**config.mk**
```make
export PLATFORM = sky130hd
export DESIGN_NAME = sector_receiver_flat
export DESIGN_NICKNAME = d
export VERILOG_FILES = /design/src/design/cdic_pkg.sv /design/src/design/cdic_ifs.sv /design/src/design/sector_receiver.sv /design/src/flat_wrapper.sv
export SDC_FILE = /design/constraint.sdc
export NUM_CORES = 1
export LEC_CHECK = 0
export BUFFER_PORTS_ARGS = -buffer_cell sky130_fd_sc_hd__buf_2
export CELL_PAD_IN_SITES_DETAIL_PLACEMENT = 0
export CELL_PAD_IN_SITES_GLOBAL_PLACEMENT = 2
export CORE_MARGIN = 2
export CORE_UTILIZATION = 30
export CTS_CLUSTER_SIZE = 40
export DETAILED_ROUTE_END_ITERATION = 10
export PLACE_DENSITY = 0.86
export SKIP_LAST_GASP = 1
export SLEW_MARGIN = 20
export SYNTH_ARGS = -nofsm -noshare
export SYNTH_HDL_FRONTEND = slang
export SYNTH_SLANG_ARGS = --single-unit
```
**constraint.sdc**
```tcl
create_clock -name clk -period 5.4 [get_ports clk]
set_input_delay 0.54 -clock clk [delete_from_list [all_inputs] [get_ports clk]]
set_output_delay 0.54 -clock clk [all_outputs]
set_load 0.01 [all_outputs]
```
**src/design/cdic_pkg.sv**
```systemverilog
`default_nettype none

package cdic_pkg;

    typedef logic [15:0] cdic_word_t;
    typedef logic [12:0] ram_addr_t;

    // Register map in word addresses
    localparam ram_addr_t reg_cmd_addr     = 13'h1E00;
    localparam ram_addr_t reg_time_hi_addr = 13'h1E01;
    localparam ram_addr_t reg_time_lo_addr = 13'h1E02;
    localparam ram_addr_t reg_file_addr    = 13'h1E03;
    localparam ram_addr_t reg_chan_hi_addr = 13'h1E04;
    localparam ram_addr_t reg_chan_lo_addr = 13'h1E05;
    localparam ram_addr_t reg_xbuf_addr    = 13'h1FFB;
    localparam ram_addr_t reg_dbuf_addr    = 13'h1FFF;

    // Everything below this is sector memory
    localparam ram_addr_t ram_limit_addr   = 13'h1E00;

    localparam cdic_word_t cmd_stop       = 16'h0023;
    localparam cdic_word_t cmd_read_mode1 = 16'h0029;
    localparam cdic_word_t cmd_read_mode2 = 16'h002A;
    localparam cdic_word_t cmd_seek       = 16'h002C;

    // Word positions inside a sector, counted from the sync pattern
    localparam int hdr_mode_index     = 7;
    localparam int hdr_file_index     = 8;
    localparam int hdr_submode_index  = 9;
    localparam int filter_index       = 10;
    localparam int first_stored_index = 8;

    localparam ram_addr_t buffer_base_a = 13'h0500;
    localparam ram_addr_t buffer_base_b = 13'h0000;
    // Room for the time code at the start of a buffer
    localparam ram_addr_t stored_offset = 13'd2;

    localparam int spin_down_ticks = 3;

    typedef struct packed {
        logic [3:0] min_tens;
        logic [3:0] min_units;
        logic [3:0] sec_tens;
        logic [3:0] sec_units;
        logic [3:0] frame_tens;
        logic [3:0] frame_units;
        logic [7:0] reserved;
    } msf_digits_t;

    // Written by the CPU as two words, decoded as BCD digits
    typedef union packed {
        cdic_word_t [1:0] half;
        msf_digits_t      digits;
    } time_reg_u;

    // MODE2 sub-header submode byte, MSB first
    typedef struct packed {
        logic eof;
        logic rt;
        logic form;
        logic trig;
        logic data;
        logic audio;
        logic video;
        logic eor;
    } submode_t;

endpackage

`default_nettype wire

```
**src/design/cdic_ifs.sv**
```systemverilog
`timescale 1ns/1ps
`default_nettype none


// Link between the register file and the sector receiver
interface sector_ctrl_if ();

    logic        reading_active;
    logic        read_mode2;
    logic [7:0]  file_id;
    logic [31:0] channel_mask;
    logic        restart;
    logic        sector_stored;
    logic        stored_in_a;

    modport control (
        output reading_active, read_mode2, file_id, channel_mask, restart,
        input  sector_stored, stored_in_a
    );

    modport receiver (
        input  reading_active, read_mode2, file_id, channel_mask, restart,
        output sector_stored, stored_in_a
    );

endinterface

`default_nettype wire

```
**src/design/sector_receiver.sv**
```systemverilog
`timescale 1ns/1ps
`default_nettype none

module sector_receiver import cdic_pkg::*; #(
    parameter int sector_words = 1188
) (
    input  wire              clk,
    input  wire              reset,
    input  wire cdic_word_t  cd_data,
    input  wire              cd_data_valid,
    input  wire              cd_sector_tick,
    output ram_addr_t        ram_addr,
    output cdic_word_t       ram_data,
    output logic             ram_we,
    output logic             fail_not_enough_words,
    output logic             fail_too_much_data,
    sector_ctrl_if.receiver  ctrl
);

    localparam int index_width = 12;

    logic [index_width-1:0] word_index;
    ram_addr_t              wr_addr;
    logic                   buf_b;
    logic                   use_sector;
    logic                   header_mode2;
    logic                   file_match;
    logic                   channel_match;
    submode_t               submode;
    logic                   reject;
    logic                   sector_done;
    ram_addr_t              cur_base;
    ram_addr_t              next_base;

    assign cur_base  = buf_b ? buffer_base_b : buffer_base_a;
    assign next_base = buf_b ? buffer_base_a : buffer_base_b;

    // Mode 1 always passes. In Mode 2 the file must match, and only
    // end-of-record, trigger or end-of-file sectors skip the channel check
    assign reject = header_mode2 &&
                    (!file_match ||
                     (!(submode.eof || submode.trig || submode.eor) &&
                      (!(submode.data || submode.audio || submode.video) || !channel_match)));

    assign sector_done = cd_sector_tick && ctrl.reading_active && use_sector &&
                         (word_index != '0);

    assign ram_we   = cd_data_valid && ctrl.reading_active && use_sector &&
                      (word_index >= first_stored_index);
    assign ram_addr = wr_addr;
    assign ram_data = cd_data;

    assign ctrl.sector_stored = sector_done;
    assign ctrl.stored_in_a   = !buf_b;

    always_ff @(posedge clk) begin
        if (reset) begin
            word_index            <= '0;
            wr_addr               <= buffer_base_a + stored_offset;
            buf_b                 <= 1'b0;
            use_sector            <= 1'b0;
            header_mode2          <= 1'b0;
            fail_not_enough_words <= 1'b0;
            fail_too_much_data    <= 1'b0;
        end else if (ctrl.restart) begin
            word_index <= '0;
            wr_addr    <= buffer_base_a + stored_offset;
            buf_b      <= 1'b0;
            use_sector <= 1'b0;
        end else begin
            if (cd_data_valid && ctrl.reading_active) begin
                // Saturate so an overlong sector cannot wrap back to zero
                if (word_index != '1) begin
                    word_index <= word_index + 1'b1;
                end
                if (word_index == hdr_mode_index) begin
                    header_mode2 <= (cd_data[7:0] == 8'd2) && ctrl.read_mode2;
                end
                if (word_index == filter_index && reject) begin
                    use_sector <= 1'b0;
                end
            end

            if (ram_we) begin
                wr_addr <= wr_addr + 1'b1;
            end

            if (cd_sector_tick) begin
                word_index <= '0;
                if (ctrl.reading_active) begin
                    use_sector <= 1'b1;
                    // A filtered sector leaves its buffer free for the next one
                    wr_addr    <= cur_base + stored_offset;
                    if (sector_done) begin
                        if (word_index < sector_words) begin
                            fail_not_enough_words <= 1'b1;
                        end
                        if (word_index > sector_words) begin
                            fail_too_much_data <= 1'b1;
                        end
                        buf_b   <= !buf_b;
                        wr_addr <= next_base + stored_offset;
                    end
                end
            end
        end
    end

    // Header fields, only looked at once the mode word has been seen
    always_ff @(posedge clk) begin
        if (cd_data_valid) begin
            if (word_index == hdr_file_index) begin
                file_match    <= (cd_data[15:8] == ctrl.file_id);
                channel_match <= ctrl.channel_mask[cd_data[4:0]];
            end
            if (word_index == hdr_submode_index) begin
                submode <= cd_data[15:8];
            end
        end
    end

endmodule

`default_nettype wire

```
**src/flat_wrapper.sv**
```systemverilog
// flat-port wrapper written by rule: the top's interface ports become plain ports
module sector_receiver_flat import cdic_pkg::*;
#(
    parameter int sector_words = 1188
)
  (clk, reset, cd_data, cd_data_valid, cd_sector_tick, ram_addr, ram_data, ram_we, fail_not_enough_words, fail_too_much_data, ctrl_reading_active, ctrl_read_mode2, ctrl_file_id, ctrl_channel_mask, ctrl_restart, ctrl_sector_stored, ctrl_stored_in_a);
  sector_ctrl_if ctrl_i ();
  input  wire clk;
  input  wire reset;
  input  wire cdic_word_t cd_data;
  input  wire cd_data_valid;
  input  wire cd_sector_tick;
  output ram_addr_t ram_addr;
  output cdic_word_t ram_data;
  output logic ram_we;
  output logic fail_not_enough_words;
  output logic fail_too_much_data;
  input wire logic [$bits(ctrl_i.reading_active)-1:0] ctrl_reading_active;
  input wire logic [$bits(ctrl_i.read_mode2)-1:0] ctrl_read_mode2;
  input wire logic [$bits(ctrl_i.file_id)-1:0] ctrl_file_id;
  input wire logic [$bits(ctrl_i.channel_mask)-1:0] ctrl_channel_mask;
  input wire logic [$bits(ctrl_i.restart)-1:0] ctrl_restart;
  output wire logic [$bits(ctrl_i.sector_stored)-1:0] ctrl_sector_stored;
  output wire logic [$bits(ctrl_i.stored_in_a)-1:0] ctrl_stored_in_a;
  assign ctrl_i.reading_active = ctrl_reading_active;
  assign ctrl_i.read_mode2 = ctrl_read_mode2;
  assign ctrl_i.file_id = ctrl_file_id;
  assign ctrl_i.channel_mask = ctrl_channel_mask;
  assign ctrl_i.restart = ctrl_restart;
  assign ctrl_sector_stored = ctrl_i.sector_stored;
  assign ctrl_stored_in_a = ctrl_i.stored_in_a;
  sector_receiver #(.sector_words(sector_words)) u_core (.clk(clk), .reset(reset), .cd_data(cd_data), .cd_data_valid(cd_data_valid), .cd_sector_tick(cd_sector_tick), .ram_addr(ram_addr), .ram_data(ram_data), .ram_we(ram_we), .fail_not_enough_words(fail_not_enough_words), .fail_too_much_data(fail_too_much_data), .ctrl(ctrl_i));
endmodule
```
After elaboration in Yosys (flattened, before gate mapping)
Cells that the tools add are included.
- flip-flop bits (word level): 38
- bits of input ports: 63
- output and inout bits: 34
- word-level logic and storage cells: 74
- add/sub/neg operators: 4
- order comparisons: 4
- eq/ne operators: 7
- mux-type cells: 12
- bitwise logic cells: 1
- reductions and logical operators: 31
- operators by type and width (kind ; count):
    $mux W13 ; 4
    $eq A12 B4 Y1 const B ; 3
    $add A13 B2 Y13 const B ; 2
    $mux W11 ; 2
    $add A13 B1 Y13 const B ; 1
    $add A12 B1 Y12 const B ; 1
    $eq A12 B3 Y1 const B ; 1
    $ge A12 B4 Y1 const B ; 1
    $gt A12 B11 Y1 const B ; 1
    $lt A12 B11 Y1 const B ; 1
    $ne A12 B12 Y1 const B ; 1
    $reduce_bool A12 Y1 ; 1
    $logic_and A1 B1 Y1 ; 10
    $reduce_and A5 Y1 ; 2
    $eq A8 B2 Y1 const B ; 1
    $eq A8 B8 Y1 ; 1
    $logic_or A1 B1 Y1 ; 6
    $lt A5 B6 Y1 const B ; 1
    $reduce_and A2 Y1 ; 3
    $reduce_and A3 Y1 ; 2
    $bmux W1 S5 ; 1
    $logic_not A1 Y1 ; 5
    $mux W1 ; 5
    $reduce_or A3 Y1 ; 1
    other kinds (2) ; 2

Logic depth before layout (Yosys ltp)
- word-level depth: 12
- gate-level depth with buffers: 7
- depth with buffers taken out: 6

Least setup slack after synthesis
No wires, ideal clock.
- path type: input -> register
- start point: input cd_data[0]
- end point: register u_core.channel_match, data pin
- library setup time: 0.273 ns
- arrival: 1.775 ns
- required time: 5.127 ns
- path slack: 3.352 ns
- cell stages on the path: 5
- buffers on the path: 1
- cell sequence: buf_2 mux4_2 and3_1 o32ai_1 a221oi_1
- longest elaborated chain between the ends: 2
- RTL lines (element ; RTL line ; source):
    start, declared ; flat_wrapper.sv:10 ; input wire cdic_word_t cd_data;
    $bmux W1 S5 ; sector_receiver.sv:114 ; channel_match <= ctrl.channel_mask[cd_data[4:0]];
    $mux W1 (not written as such) ; sector_receiver.sv:114 ;
    end signal, assigned ; sector_receiver.sv:114 ;
    end, declared ; sector_receiver.sv:28 ; logic channel_match;
No other way between the ends. The select of a mux whose other input is x is not followed.
A chain may end at the register's enable or synchronous reset.

Worst setup path in the final report
- start point: register u_core.word_index[7]
- end point: output ram_we
- longest elaborated chain between the ends: 2
- RTL lines (element ; RTL line ; source):
    start, declared ; sector_receiver.sv:22 ; logic [index_width-1:0] word_index;
    start signal, assigned ; sector_receiver.sv:74 ; word_index <= word_index + 1'b1;
    $ge A12 B4 Y1 ; sector_receiver.sv:49 ; (word_index >= first_stored_index);
    $logic_and A1 B1 Y1 ; sector_receiver.sv:48 ; assign ram_we = cd_data_valid && ctrl.reading_active && use_sector &&
    end, declared ; flat_wrapper.sv:15 ; output logic ram_we;
No other way between the ends.

==> results <==
- The flow ran to the end, and the final reports show no timing, DRC or antenna violations.
- The library cells used most frequently in the layout, excluding fill and tap cells, are buf_2, dfxtp_1, nand2_1.
- The startpoint of the worst-slack reg-to-reg timing path is u_core.word_index[7].
- The worst reg2reg path depth is 4.
- The quantity of I/O buffers inserted on ports is 96.
- The beginning of the critical path is u_core.word_index[7].
- The final total negative setup slack is 0 ns.
- The later pin in the worst-skew pair is clocked with a latency of between 0.2 and 0.3 ns.
- The highest metal layer carrying signal wires in the routed design is met4.
- In this run the clock root is driven by a clkbuf_8.
- The clock share of power is just under 40%.
- The final cell count without fillers is between 400 and 500.
- The total inserted antenna cells is 0.
- Buffers inserted to repair hold after CTS numbered 0.
- The end point of the critical path is ram_we.
- The DRC violation count after routing is 0.
- The number of iterations in the first detailed-routing pass is 4.
- The net count reported at finish is 413.
- The first global-routing pass estimated about 9500 um of wire.
- Relative to the synthesized area, the layout overhead comes to 20.3%.
- The number of endpoints failing setup at the final stage is 0.
- The starting density of the core is a little under a third.
- After legalization and detailed placement, the total HPWL measured roughly 4800 um.
- In this run the number of H-tree levels came out at 2.
- The buffer depth of the longest clock path is 2.
- Entering global routing, the biggest net connects 21 pins.
- The count of vias placed by the detailed router is 2,342.
- Setup repair after global routing left no endpoint under its margin.
- The number of placed instances, taps included is around 440.
- The endpoint identified for the worst register-to-register timing path is u_core.ram_addr[1].
- The leakage power is ~1.2 nW.
- For this run, the number of Yosys warnings is 0.
- The worst slew slack as a fraction of its limit is about 38%.
- The met1 wire length is ~2700 um.
- The most used flip-flop cell after synthesis is dfxtp_1.
- The overall routing resource usage is between 10% and 20%.
- The post-synthesis cell area is 2490 um2.
- The final number of hold-violating endpoints is 0.
- The final estimated routing congestion in global placement is about 0.82.
- The net switching power figure is 0.135 mW.
- The clock transition time at the flip-flop clock pins of the worst setup and hold paths is about 0.080 ns.
- In the final routed layout, each cell accounts on average for roughly 14 um.
- For this run, asynchronously set or reset flops after synthesis account for 0%.
- By startpoint and endpoint, the worst setup path is classified as register to output port.
- The sequential cell area fraction in the yosys report is between 30% and 40%.
- The count of nets left with antenna violations once routing finished came out at 0.
- The measured slew at the worst slew-check pin is approximately 0.93 ns.
- The final max-slew violation count was 0.
- The number of sinks driven by the clock tree is 38.
- Wires add up to slightly above 6000 um.
- The final critical path takes up 49.6% of the cycle.
- The reg-to-reg setup timing slack is between 3 and 4 ns.
- The initial antenna violation count was 0.
- The I/O pin count is 97.
- The area inside the core boundary is around 8100 um2.
- The power per unit of standard cell area is between 200 and 250 nW/um2.
- In this run, CTS created clock tree buffers numbering 5.
- For this block, the initial DRC count from the detailed router was between 100 and 150.
- VDD sags by at most ~0.079 mV.
- The number of instances in the synthesized netlist is about 270.
- The netlist uses 52 different library cells.
- The leading cell type in the layout, fill and taps excluded is buf_2.
- The number of flip-flops and latches in the synthesized netlist is 38.
- The share of post-route cells with drive strength above 1 is between 30 and 40%.
- The number of resized instances in the post-cts repair step is 0.
- Data arrives at the worst endpoint at around 2.1 ns.
- Timing would allow up to roughly 0.37 GHz.
- The cell-internal power is around 0.47 mW.
- The clock tree skew after final layout is between 0.007 and 0.008 ns.
- Net switching is between 20% and 30% of the power.
- In this run the worst path has a maximum fanout of 20.
- The average size of a mapped cell is just over 9 um2.
- Using the TritonRoute via totals, the vias-per-cell ratio works out to ~5.2.
- The share of total power in combinational logic is between 10% and 20%.
- Global routing finished with a remaining overflow of 0.
- The worst path in the final design needs a cycle of ~2.7 ns, including I/O delays and setup.
- The die boundary width is about 95 um.
- TritonCTS built the clock tree.
- Wire segments on met3 add up to between 200 and 300 um in the final route.
- The endpoint type of the worst setup path is an output port.
- The min-delay analysis places its worst path in the category input pin to register.
- The number of max-capacitance violations reported is 0.
- The floorplan step defined a die boundary enclosing roughly 9000 um2.
- Yosys mapped a number of flops with a built-in enable equal to 8.
- The met2 wire length is about 3000 um.
- Row generation in the floorplan step produced 33 rows.
- Synthesis produced a netlist with a net count of 341.
- At the worst endpoint, the required time is ~4.9 ns.
- The die is ~95 um tall.
- The number of global-route vias before repair is 2,061.
- Of the total power, registers draw between 40% and 50%.
- The nature of the critical path startpoint is a register.
- In this run the post-CTS setup repair buffer count came out at 0.
==> worst max-delay path: stages (launching register included) <==
cell and delay (ns):
dfxtp_1 0.38, or4_4 0.59, o31ai_4 0.64, inv_1 0.08
buf_2 0.16
==> Yosys cell counts, types with 3 or more instances <==
| library cell | instances | area [um2] |
|---|---|---|
| and2_1 | 3 | 18.8 |
| nand3_1 | 6 | 30.0 |
| nor3_1 | 7 | 35.0 |
| ha_1 | 5 | 62.6 |
| mux2i_1 | 8 | 80.1 |
| o31ai_1 | 11 | 82.6 |
| buf_4 | 16 | 120 |
| or4_1 | 13 | 97.6 |
| nor2_1 | 8 | 30.0 |
| nand4_1 | 8 | 50.1 |
| o21ai_0 | 6 | 30.0 |
| a21oi_1 | 18 | 90.1 |
| nand2_1 | 20 | 75.1 |
| edfxtp_1 | 8 | 240 |
| or3_1 | 12 | 75.1 |
| or2_2 | 3 | 18.8 |
| a31oi_1 | 6 | 37.5 |
| nor4_1 | 4 | 25.0 |
| a41o_1 | 4 | 40.0 |
| inv_1 | 10 | 37.5 |
| buf_2 | 6 | 30.0 |
| mux4_2 | 6 | 135 |
| xnor2_1 | 10 | 87.6 |
| clkbuf_1 | 5 | 18.8 |
| dfxtp_1 | 30 | 601 |
| and3_1 | 9 | 56.3 |
==> worst min path at each step <==
stage                          end  cells past startpoint  slack (ns)                 from
3_5_place_dp   u_core.ram_addr[12]                      2        0.48  u_core.ram_addr[12]
6_report         u_core.submode[7]                      1        0.46          cd_data[15]
4_1_cts          u_core.submode[3]                      1        0.46          cd_data[11]
5_1_grt          u_core.submode[7]                      1        0.46          cd_data[15]
3_3_place_gp   u_core.ram_addr[12]                      2        0.46  u_core.ram_addr[12]
2_1_floorplan  u_core.header_mode2                      2        0.44  u_core.header_mode2
==> power by group through the flow <==
stage | sequential (mW) | combinational, mW | clock, mW
after floorplan | 0.297 | 0.0432 | 0
after global placement | 0.297 | 0.0724 | 0
after detailed placement | 0.297 | 0.0732 | 0
after CTS | 0.290 | 0.0734 | 0.244
after global routing | 0.290 | 0.0806 | 0.251
final | 0.290 | 0.0725 | 0.238
==> layer usage <==
layer,vias up,track usage [%]
met4,0,3.86
met3,7,2.21
met1,1111,17.8
met2,55,21.4
li1,1169,-
met5,-,0
==> per-stage QoR <==
| stage | instance area, um2 | power [mW] | utilization, % | setup slack, ns | hold WS [ns] |
|---|---|---|---|---|---|
| after CTS | 3000 | 0.607 | 36.9 | 2.72 | 0.456 |
| after global placement | 2890 | 0.369 | 35.5 | 3.07 | 0.462 |
| after global routing | 3000 | 0.622 | 36.9 | 2.59 | 0.459 |
| final | 3000 | 0.600 | 36.9 | 2.72 | 0.461 |
| after floorplan | 2490 | 0.340 | - | 3.35 | 0.444 |
| after detailed placement | 2890 | 0.370 | 35.5 | 3.04 | 0.476 |
==> registers in the layout (all words and copies together), names as in the netlist <==
signal                        flops
u_core.ram_addr                  13
u_core.word_index                12
u_core.submode                    6
u_core.buf_b                      1
u_core.channel_match              1
u_core.fail_not_enough_words      1
u_core.fail_too_much_data         1
u_core.file_match                 1
u_core.header_mode2               1
u_core.use_sector                 1
==> cells by family after synthesis <==
kind of cell / count (synthesis) / synth area share (%)
adder cells (fa/ha/maj): 5 / 2.51
AND/OR/NAND/NOR: 101 / 23.3
multiplexers: 15 / 9.09
XOR/XNOR: 10 / 3.52
flip-flops: 38 / 33.8
buffers and inverters: 41 / 10.0
AO/OA/AOI/OAI: 63 / 17.8
==> layout make-up <==
class,instances,area (um2)
Sequential cell,38,841
Multi-Input combinational cell,194,1400
Clock buffer,6,72.6
Fill cell,829,5140
Tap cell,105,131
Inverter,10,37.5
Clock inverter,2,33.8
Timing Repair Buffer,96,480
No activity file was read; power rests on OpenSTA's default activity.
