[src/design/cdic_pkg.sv]
`default_nettype none

package cdic_pkg;

    typedef logic [15:0] cdic_word_t;
    typedef logic [12:0] ram_addr_t;

    // Register map in word addresses
    localparam ram_addr_t reg_cmd_addr     = 13'h1E00;
    localparam ram_addr_t reg_time_hi_addr = 13'h1E01;
    localparam ram_addr_t reg_time_lo_addr = 13'h1E02;
    localparam ram_addr_t reg_file_addr    = 13'h1E03;
    localparam ram_addr_t reg_chan_hi_addr = 13'h1E04;
    localparam ram_addr_t reg_chan_lo_addr = 13'h1E05;
    localparam ram_addr_t reg_xbuf_addr    = 13'h1FFB;
    localparam ram_addr_t reg_dbuf_addr    = 13'h1FFF;

    // Everything below this is sector memory
    localparam ram_addr_t ram_limit_addr   = 13'h1E00;

    localparam cdic_word_t cmd_stop       = 16'h0023;
    localparam cdic_word_t cmd_read_mode1 = 16'h0029;
    localparam cdic_word_t cmd_read_mode2 = 16'h002A;
    localparam cdic_word_t cmd_seek       = 16'h002C;

    // Word positions inside a sector, counted from the sync pattern
    localparam int hdr_mode_index     = 7;
    localparam int hdr_file_index     = 8;
    localparam int hdr_submode_index  = 9;
    localparam int filter_index       = 10;
    localparam int first_stored_index = 8;

    localparam ram_addr_t buffer_base_a = 13'h0500;
    localparam ram_addr_t buffer_base_b = 13'h0000;
    // Room for the time code at the start of a buffer
    localparam ram_addr_t stored_offset = 13'd2;

    localparam int spin_down_ticks = 3;

    typedef struct packed {
        logic [3:0] min_tens;
        logic [3:0] min_units;
        logic [3:0] sec_tens;
        logic [3:0] sec_units;
        logic [3:0] frame_tens;
        logic [3:0] frame_units;
        logic [7:0] reserved;
    } msf_digits_t;

    // Written by the CPU as two words, decoded as BCD digits
    typedef union packed {
        cdic_word_t [1:0] half;
        msf_digits_t      digits;
    } time_reg_u;

    // MODE2 sub-header submode byte, MSB first
    typedef struct packed {
        logic eof;
        logic rt;
        logic form;
        logic trig;
        logic data;
        logic audio;
        logic video;
        logic eor;
    } submode_t;

endpackage

`default_nettype wire

[src/design/cdic_ifs.sv]
`timescale 1ns/1ps
`default_nettype none

// CPU side port of the sector memory
interface ram_port_if import cdic_pkg::*; ();

    ram_addr_t  addr;
    cdic_word_t wdata;
    logic       we;
    cdic_word_t rdata;

    modport master (output addr, output wdata, output we, input rdata);
    modport slave  (input addr, input wdata, input we, output rdata);

endinterface

// Link between the register file and the sector receiver
interface sector_ctrl_if ();

    logic        reading_active;
    logic        read_mode2;
    logic [7:0]  file_id;
    logic [31:0] channel_mask;
    logic        restart;
    logic        sector_stored;
    logic        stored_in_a;

    modport control (
        output reading_active, read_mode2, file_id, channel_mask, restart,
        input  sector_stored, stored_in_a
    );

    modport receiver (
        input  reading_active, read_mode2, file_id, channel_mask, restart,
        output sector_stored, stored_in_a
    );

endinterface

`default_nettype wire

[src/design/msf_to_lba.sv]
`timescale 1ns/1ps
`default_nettype none

module msf_to_lba import cdic_pkg::*; (
    input  wire time_reg_u   msf,
    output logic [31:0]      lba
);

    always_comb begin
        logic [31:0] minutes;
        logic [31:0] seconds;
        logic [31:0] frames;

        minutes = 32'(msf.digits.min_tens) * 32'd10 + 32'(msf.digits.min_units);
        seconds = 32'(msf.digits.sec_tens) * 32'd10 + 32'(msf.digits.sec_units);
        frames  = 32'(msf.digits.frame_tens) * 32'd10 + 32'(msf.digits.frame_units);

        // A valid frame count ends at BCD 74, so the top bit never shows up
        // in normal use. Seek relies on it to round down to a full second
        if (msf.digits.frame_tens[3]) begin
            frames = 32'd0;
        end

        lba = (minutes * 32'd60 + seconds) * 32'd75 + frames;
    end

endmodule

`default_nettype wire

[src/design/cdic_control.sv]
`timescale 1ns/1ps
`default_nettype none

module cdic_control import cdic_pkg::*; (
    input  wire              clk,
    input  wire              reset,
    input  wire ram_addr_t   address,
    input  wire cdic_word_t  din,
    input  wire              write_strobe,
    input  wire              cs,
    input  wire              cd_sector_tick,
    output cdic_word_t       dout,
    output logic             bus_ack,
    output logic             intreq,
    output logic [31:0]      cd_seek_lba,
    output logic             cd_seek_lba_valid,
    ram_port_if.master       ram,
    sector_ctrl_if.control   sector
);

    cdic_word_t  cmd_reg;
    time_reg_u   time_reg;
    cdic_word_t  file_reg;
    logic [31:0] chan_reg;
    cdic_word_t  xbuf;
    cdic_word_t  dbuf;
    logic [1:0]  spin_cnt;
    logic        reading_active;
    logic        read_mode2;
    logic        restart;
    logic [31:0] time_lba;
    logic        bus_write;
    logic        bus_read;

    msf_to_lba msf_to_lba_i (
        .msf (time_reg),
        .lba (time_lba)
    );

    // Accesses complete in the single bus_ack cycle
    assign bus_write = cs && write_strobe && bus_ack;
    assign bus_read  = cs && !write_strobe && bus_ack;

    assign ram.addr  = address;
    assign ram.wdata = din;
    assign ram.we    = bus_write && (address < ram_limit_addr);

    assign intreq = xbuf[15] & dbuf[14];

    assign sector.reading_active = reading_active;
    assign sector.read_mode2     = read_mode2;
    assign sector.file_id        = file_reg[15:8];
    assign sector.channel_mask   = chan_reg;
    assign sector.restart        = restart;

    always_ff @(posedge clk) begin
        if (reset) begin
            bus_ack           <= 1'b0;
            cmd_reg           <= '0;
            time_reg          <= '0;
            file_reg          <= '0;
            chan_reg          <= '0;
            xbuf              <= '0;
            dbuf              <= '0;
            spin_cnt          <= '0;
            reading_active    <= 1'b0;
            read_mode2        <= 1'b0;
            restart           <= 1'b0;
            cd_seek_lba       <= '0;
            cd_seek_lba_valid <= 1'b0;
        end else begin
            bus_ack           <= cs && !bus_ack;
            cd_seek_lba_valid <= 1'b0;
            restart           <= 1'b0;

            // CPU still sees bit 15 in this read, it clears afterwards
            if (bus_read && address == reg_xbuf_addr) begin
                xbuf[15] <= 1'b0;
            end

            // Stop reports completion only after the drive has spun down
            if (spin_cnt != 2'd0 && cd_sector_tick) begin
                spin_cnt <= spin_cnt - 2'd1;
                if (spin_cnt == 2'd1) begin
                    xbuf[15] <= 1'b1;
                end
            end

            if (sector.sector_stored) begin
                xbuf[15] <= 1'b1;
                dbuf[0]  <= sector.stored_in_a;
            end

            // Command execution, bit 15 acts as a one shot trigger
            if (dbuf[15]) begin
                dbuf[15] <= 1'b0;
                xbuf[15] <= 1'b0;
                case (cmd_reg)
                    cmd_read_mode1, cmd_seek: begin
                        reading_active    <= 1'b1;
                        read_mode2        <= 1'b0;
                        cd_seek_lba       <= time_lba;
                        cd_seek_lba_valid <= 1'b1;
                    end
                    cmd_read_mode2: begin
                        reading_active    <= 1'b1;
                        read_mode2        <= 1'b1;
                        cd_seek_lba       <= time_lba;
                        cd_seek_lba_valid <= 1'b1;
                    end
                    cmd_stop: begin
                        reading_active <= 1'b0;
                        read_mode2     <= 1'b0;
                        spin_cnt       <= 2'(spin_down_ticks);
                    end
                    default: begin
                    end
                endcase
            end

            if (bus_write) begin
                case (address)
                    reg_cmd_addr:     cmd_reg           <= din;
                    reg_time_hi_addr: time_reg.half[1]  <= din;
                    reg_time_lo_addr: time_reg.half[0]  <= din;
                    reg_file_addr:    file_reg          <= din;
                    reg_chan_hi_addr: chan_reg[31:16]   <= din;
                    reg_chan_lo_addr: chan_reg[15:0]    <= din;
                    reg_xbuf_addr:    xbuf              <= din;
                    reg_dbuf_addr: begin
                        dbuf <= din;
                        // Clearing bit 14 halts reading and rewinds to buffer A
                        if (!din[14]) begin
                            reading_active <= 1'b0;
                            restart        <= 1'b1;
                        end
                    end
                    default: begin
                    end
                endcase
            end
        end
    end

    always_comb begin
        case (address)
            reg_cmd_addr:     dout = cmd_reg;
            reg_time_hi_addr: dout = time_reg.half[1];
            reg_time_lo_addr: dout = time_reg.half[0];
            reg_file_addr:    dout = file_reg;
            reg_chan_hi_addr: dout = chan_reg[31:16];
            reg_chan_lo_addr: dout = chan_reg[15:0];
            reg_xbuf_addr:    dout = xbuf;
            reg_dbuf_addr:    dout = dbuf;
            default:          dout = (address < ram_limit_addr) ? ram.rdata : '0;
        endcase
    end

endmodule

`default_nettype wire

[src/flat_wrapper.sv]
// flat-port wrapper written by rule: the top's interface ports become plain ports
module cdic_control_flat import cdic_pkg::*;
  (clk, reset, address, din, write_strobe, cs, cd_sector_tick, dout, bus_ack, intreq, cd_seek_lba, cd_seek_lba_valid, ram_addr, ram_wdata, ram_we, ram_rdata, sector_reading_active, sector_read_mode2, sector_file_id, sector_channel_mask, sector_restart, sector_sector_stored, sector_stored_in_a);
  ram_port_if ram_i ();
  sector_ctrl_if sector_i ();
  input  wire clk;
  input  wire reset;
  input  wire ram_addr_t address;
  input  wire cdic_word_t din;
  input  wire write_strobe;
  input  wire cs;
  input  wire cd_sector_tick;
  output cdic_word_t dout;
  output logic bus_ack;
  output logic intreq;
  output logic [31:0] cd_seek_lba;
  output logic cd_seek_lba_valid;
  output wire logic [$bits(ram_i.addr)-1:0] ram_addr;
  output wire logic [$bits(ram_i.wdata)-1:0] ram_wdata;
  output wire logic [$bits(ram_i.we)-1:0] ram_we;
  input wire logic [$bits(ram_i.rdata)-1:0] ram_rdata;
  output wire logic [$bits(sector_i.reading_active)-1:0] sector_reading_active;
  output wire logic [$bits(sector_i.read_mode2)-1:0] sector_read_mode2;
  output wire logic [$bits(sector_i.file_id)-1:0] sector_file_id;
  output wire logic [$bits(sector_i.channel_mask)-1:0] sector_channel_mask;
  output wire logic [$bits(sector_i.restart)-1:0] sector_restart;
  input wire logic [$bits(sector_i.sector_stored)-1:0] sector_sector_stored;
  input wire logic [$bits(sector_i.stored_in_a)-1:0] sector_stored_in_a;
  assign ram_addr = ram_i.addr;
  assign ram_wdata = ram_i.wdata;
  assign ram_we = ram_i.we;
  assign ram_i.rdata = ram_rdata;
  assign sector_reading_active = sector_i.reading_active;
  assign sector_read_mode2 = sector_i.read_mode2;
  assign sector_file_id = sector_i.file_id;
  assign sector_channel_mask = sector_i.channel_mask;
  assign sector_restart = sector_i.restart;
  assign sector_i.sector_stored = sector_sector_stored;
  assign sector_i.stored_in_a = sector_stored_in_a;
  cdic_control u_core (.clk(clk), .reset(reset), .address(address), .din(din), .write_strobe(write_strobe), .cs(cs), .cd_sector_tick(cd_sector_tick), .dout(dout), .bus_ack(bus_ack), .intreq(intreq), .cd_seek_lba(cd_seek_lba), .cd_seek_lba_valid(cd_seek_lba_valid), .ram(ram_i), .sector(sector_i));
endmodule
[config.mk]
export PLATFORM = sky130hd
export DESIGN_NAME = cdic_control_flat
export DESIGN_NICKNAME = d
export VERILOG_FILES = /design/src/design/cdic_pkg.sv /design/src/design/cdic_ifs.sv /design/src/design/msf_to_lba.sv /design/src/design/cdic_control.sv /design/src/flat_wrapper.sv
export SDC_FILE = /design/constraint.sdc
export NUM_CORES = 1
export LEC_CHECK = 0
export BUFFER_PORTS_ARGS = -buffer_cell sky130_fd_sc_hd__buf_2
export CAP_MARGIN = 20
export CORE_UTILIZATION = 53
export DETAILED_ROUTE_END_ITERATION = 10
export PLACE_DENSITY = 0.8
export SYNTH_ARGS = -nofsm -noshare
export SYNTH_HDL_FRONTEND = slang
export SYNTH_SLANG_ARGS = --single-unit
[constraint.sdc]
create_clock -name clk -period 8.25 [get_ports clk]
set_input_delay 0 -clock clk [delete_from_list [all_inputs] [get_ports clk]]
set_output_delay 0 -clock clk [all_outputs]
set_load 0.005 [all_outputs]
==> Yosys cells after proc, flatten, opt, wreduce, memory -nomap -nowiden <==
Index checks and enable logic that the tools add are counted.
{ "word_totals": {"regBits": 167, "out_inout_bits": 124} }
{ "classes": {"n_addsub": 6, "mul": 5, "order_cmp": 1, "n_eq_ne": 13, "n_mux": 24, "n_bitwise": 4, "reduce_logical": 26} }
{ "ops": {"columns": ["op", "n"], "rows": [
  ["case mux 16 bit (8 select lines)", 1],
  ["equality test 13 bit (second input constant)", 8],
  ["equality test 16 x 6 -> 1 bit (second input constant)", 4],
  ["2-to-1 mux 16 bit", 3],
  ["adder 23 x 32 -> 32 bit", 1],
  ["adder 8 x 4 -> 9 bit", 3],
  ["multiplier 16 x 7 -> 23 bit (second input constant)", 1],
  ["multiplier 4 x 3 -> 7 bit (second input constant)", 3],
  ["AND reduction 2 bit", 10],
  ["adder 15 x 9 -> 16 bit", 1],
  ["2-to-1 mux 1 bit", 14],
  ["< comparator 13 bit (second input constant)", 1],
  ["multiplier 9 x 4 -> 13 bit (second input constant)", 1],
  ["2-to-1 mux 9 bit", 1],
  ["OR reduction 3 bit", 3],
  ["logical AND 1 bit", 8],
  ["2-to-1 mux 2 bit", 3],
  ["case mux 1 bit (2 select lines)", 2],
  ["nonzero test 2 bit", 2],
  ["inverter 1 bit", 3],
  ["equality test 2 x 1 -> 1 bit (second input constant)", 1],
  ["zero test 1 bit", 2],
  ["OR reduction 2 bit", 1],
  ["subtractor 2 x 1 -> 2 bit (second input constant)", 1],
  ["bitwise AND 1 bit", 1]
]} }

==> Longest topological paths before layout <==
{ "logic_depth": {"ltp_word": 11, "depth_mapped": 33, "ltp_nobuf": 32} }

==> Modules after synthesis <==
From an unflattened synthesis, not the netlist that was laid out.
{ "hier_totals": {"cells_unflattened": 1440, "area_unflattened_um2": 12079.1} }
{ "by_module_without_submodules": {"columns": ["mod", "instances", "cells_each", "area_each_um2", "seq_area_each_um2"], "rows": [
  ["cdic_control", 1, 921, 7586.0, 3343.2],
  ["msf_to_lba", 1, 519, 4493.1, 0.0]
]} }

==> Least setup slack after synthesis <==
OpenSTA, ideal clock, no wires.
{ "synth_timing": {"path_kind": "register to register", "startpoint": "reg u_core.time_reg[30] (netlist name)", "endpoint": "reg u_core.cd_seek_lba[19]", "setup_time_ps": 62, "arrival_ps": 8066, "required_time_ps": 8188, "setup_slack_ps": 122, "path_stages_with_launch": 32, "n_path_buf": 0, "synth_period_minus_slack_ps": 8128, "cell_sequence": "dfxtp_1 -> ha_1 -> ha_1 -> a21oi_1 -> nand2_1 -> xor2_1 -> inv_1 -> fa_1 -> fa_1 -> inv_1 -> ha_1 -> xnor2_1 -> ha_1 -> ha_1 -> o21ai_0 -> a21oi_1 -> o21ai_0 -> nor4b_1 -> nor3b_1 -> ha_1 -> ha_1 -> fa_1 -> inv_1 -> fa_1 -> inv_1 -> ha_1 -> a21o_1 -> a21o_1 -> a221oi_1 -> nand4_1 -> a31o_2 -> nand3_1"} }
{ "synth_between": {"elab_chain_len": 6} }
{ "synth_rtl": {"columns": ["element", "line_no", "source"], "rows": [
  ["start: declaration", "cdic_control.sv:22", "time_reg_u time_reg;"],
  ["multiplier 4 x 3 -> 7 bit", "msf_to_lba.sv:14", "minutes = 32'(msf.digits.min_tens) * 32'd10 + 32'(msf.digits.min_units);"],
  ["adder 8 x 4 -> 9 bit", "msf_to_lba.sv:14", null],
  ["multiplier 9 x 4 -> 13 bit", "msf_to_lba.sv:24", "lba = (minutes * 32'd60 + seconds) * 32'd75 + frames;"],
  ["adder 15 x 9 -> 16 bit", "msf_to_lba.sv:24", null],
  ["multiplier 16 x 7 -> 23 bit", "msf_to_lba.sv:24", null],
  ["adder 23 x 32 -> 32 bit", "msf_to_lba.sv:24", null],
  ["end signal: assignment", "cdic_control.sv:102", "cd_seek_lba <= time_lba;"],
  ["end signal: assignment", "cdic_control.sv:108", "cd_seek_lba <= time_lba;"],
  ["end: declaration", "cdic_control.sv:15", "output logic [31:0] cd_seek_lba,"]
]} }
No other way between the ends.
A chain may end at the register's enable or synchronous reset.

==> Worst setup path in the final report <==
{ "layout_timing": {"startpoint": "reg u_core.time_reg[29] (netlist name)", "endpoint": "reg u_core.cd_seek_lba[18]"} }
Same word-level chain as after synthesis.

==> qor.csv <==
stage;metric;value;unit
clocking;Num CTS Buffers;17;
placement;routability congestion estimate;0.920;
detailed_routing;DRC;0;
logic_synthesis;Synth area leader;dfxtp_1;
detailed_routing;Avg WL per Cell;17.2;microns
timing;fmax;125;MHz
setup_path;CP Launch Type;flop;
clocking;H-tree depth;4;
detailed_routing;initial DRC count;847;
power_and_ir_drop;Cell Pwr Density;123;nW/um^2
cells_and_area;Area growth, synth to finish;14.1;%
setup_path;R2R depth;28;
setup_path;crit path DAT;8.37;ns
detailed_routing;first drt pass iteration count;6;
detailed_routing;Antenna Nets Post-Route;0;
setup_path;worst stage delay on the critical path;0.54;ns
logic_synthesis;Yosys reg bits;158;
die;Die Span X;151;microns
hold_path;class of the worst hold path;in -> reg;
cells_and_area;fill count;1861;
cells_and_area;Final Instance Area;13500;sq um
setup_path;WP data required;8.60;ns
detailed_routing;DR vias;10800;
setup_path;Slowest cell on crit path;fa_1;
setup_path;r2r setup slk;0.23;ns
timing;Worst Tran Pin Value;0.996;ns
grt;largest net degree at the start of global routing;95;
die;Initial Utilization;0.541;
grt;GR Util All Layers;0.281;
logic_synthesis;area share of the largest cell type after synthesis;0.267;
timing;crit path time final;8.02;ns
die;Boundary Pins;176;
clocking;CTS max path bufs;2;
logic_synthesis;top post-synthesis cells by area;dfxtp_1 27%, ha_1 13%, nand2_1 9.8%;
logic_synthesis;Synth Instances;1460;
die;DIE AREA;22900;sq um
power_and_ir_drop;worst vdd ir;0.143;mV
power_and_ir_drop;Tot Pwr;1.66;mW
detailed_routing;DRT Wirelength;32000;microns
logic_synthesis;number of flops mapped to enable cells by yosys;0;
timing;fin. max-slew vios;0;
setup_path;RR Endpoint;u_core.cd_seek_lba[18];
logic_synthesis;syn avg cell area;8.11;sq um
setup_path;worst reg2reg startpoint;u_core.time_reg[29];
setup_path;Crit Path Max Fanout;7;
timing;Fin. Hold Viols;0;
logic_synthesis;Syn. warnings;0;
cells_and_area;commonest non-fill, non-tap cell in the layout;nand2_1;
setup_path;WS Path Type;reg -> reg;
setup_path;crit end category;flop;
hold_path;hold depth;2;
clocking;CTS tree;done;
setup_path;CP top delay family;adder cells;
timing;Final period util;0.973;
grt;number of global-route vias before repair;10500;
clocking;clock root cell;clkbuf_16;
clocking;Skew-Pair Late Insertion Delay;0.44;ns
logic_synthesis;Synth Flop Type;dfxtp_1;
placement;Detail Placement HPWL;22900;microns
logic_synthesis;Async SR Flop Fraction;0;
logic_synthesis;synthesized area;11800;sq um
cells_and_area;Final nets;1792;
hold_path;worst hold start;reset;
placement;Port Buffer Count;166;
die;overall die height;151;microns
clocking;clock slew at reported path FFs;0.08;ns
die;Rows;54;
cells_and_area;n_diodes;0;
logic_synthesis;sequential share of the synthesized area;0.267;
status;status;completed;
cells_and_area;most frequent cells in the layout;308 x nand2_1, 168 x a21oi_1, 165 x buf_2, 156 x dfxtp_1, 116 x ha_1;
run;Max Cap Viol;0;
timing;endpoints failing setup;0;
cells_and_area;share of layout cells above drive strength 1;0.183;
hold_path;hold endpoint;u_core.cd_seek_lba[7];
logic_synthesis;post-synthesis cell type count;65;
grt;initial antenna violation count;0;
placement;area post-placement;12400;sq um
grt;GR Overflow Total;0;
timing;Slew HR;0.336;
die;Placeable Area;21900;sq um
grt;global-route wire length before repair;51100;microns
clocking;clock tree sinks;158;
timing;Clock Skews;0.0163;ns
power_and_ir_drop;leakage power;6.31;nW
detailed_routing;Vias/cell;5.81;
setup_path;Bufs and invs on worst path;4;
-- area by class of cell --
type                    count  area, sq um  area share
inverters                 106          398      0.0295
well taps                 280          350      0.0259
repair buffers            211         1220      0.0905
flip-flops and latches    158         3170       0.234
clock buffers              17          425      0.0315
clock inverters            15          160      0.0119
multi-input cells        1074         7790       0.576
-- metrics by stage --
stage	setup WS [ns]	cells	hold slack, ns	util	TNS (ns)
floorplan	0.122	1469	0.0808	-	0
global placement	0.0658	1801	0.191	0.569	0
detailed placement	-0.174	1801	0.193	0.569	-0.634
CTS	0.00218	1853	0.0691	0.606	0
global route	-0.151	1861	0.108	0.617	-0.658
finish	0.227	1861	0.0890	0.617	0
-- routing by layer --
| layer | track usage | vias to the layer above | wire length [microns] |
|---|---|---|---|
| li1 | - | 5171 | - |
| met1 | 0.332 | 5156 | 12800 |
| met2 | 0.484 | 413 | 15900 |
| met3 | 0.0626 | 78 | 2230 |
| met4 | 0.125 | 0 | 1040 |
| met5 | 0 | - | 0 |
-- worst max-delay path by stage --
stage                        startpoint                      to  cells after the start
floorplan           u_core.time_reg[30]  u_core.cd_seek_lba[19]                     31
finish              u_core.time_reg[29]  u_core.cd_seek_lba[18]                     28
global placement    u_core.time_reg[28]  u_core.cd_seek_lba[19]                     31
detailed placement  u_core.time_reg[28]  u_core.cd_seek_lba[19]                     31
CTS                 u_core.time_reg[29]  u_core.cd_seek_lba[19]                     28
global route        u_core.time_reg[29]  u_core.cd_seek_lba[21]                     29
-- kinds of logic after synthesis --
group / count (synthesis) / synth area share
xor+xnor: 37 / 0.0274
buf+inv: 237 / 0.0968
compound gates: 322 / 0.166
flops: 158 / 0.267
simple gates: 486 / 0.187
other cells: 1 / 0.000317
fa+ha+maj: 172 / 0.214
mux: 47 / 0.0414
-- power breakdown --
part	internal (mW)	switching (mW)	leakage [nW]
Combinational	0.0418	0.0655	4.75
Clock	0.406	0.378	0.289
Sequential	0.764	0.00199	1.27
Total	1.21	0.446	6.31
-- what timing repair did --
item	CTS	global route
pin swaps	1	9
gates resized for setup	9	38
buffers inserted	1	7
endpoints found under the hold margin	130	0
setup endpoints to repair	7	10
hold buffers	19	0
-- Yosys cell counts (9+ instances only) --
| master | number |
|---|---|
| o21ai_0 | 29 |
| mux2_2 | 16 |
| nand2_1 | 308 |
| ha_1 | 121 |
| nand3_1 | 27 |
| o211ai_1 | 12 |
| nor2_1 | 37 |
| nor3_1 | 29 |
| nand2b_1 | 9 |
| dfxtp_1 | 158 |
| o21ai_1 | 10 |
| nor2b_1 | 9 |
| inv_1 | 106 |
| a221oi_1 | 16 |
| a21oi_1 | 177 |
| fa_1 | 51 |
| a21o_1 | 18 |
| xnor2_1 | 24 |
| xor2_1 | 13 |
| mux2i_1 | 31 |
| a221o_1 | 16 |
| clkbuf_1 | 54 |
| buf_2 | 13 |
| nand4_1 | 12 |
| buf_4 | 62 |
Power figures use the tool's default switching activity.
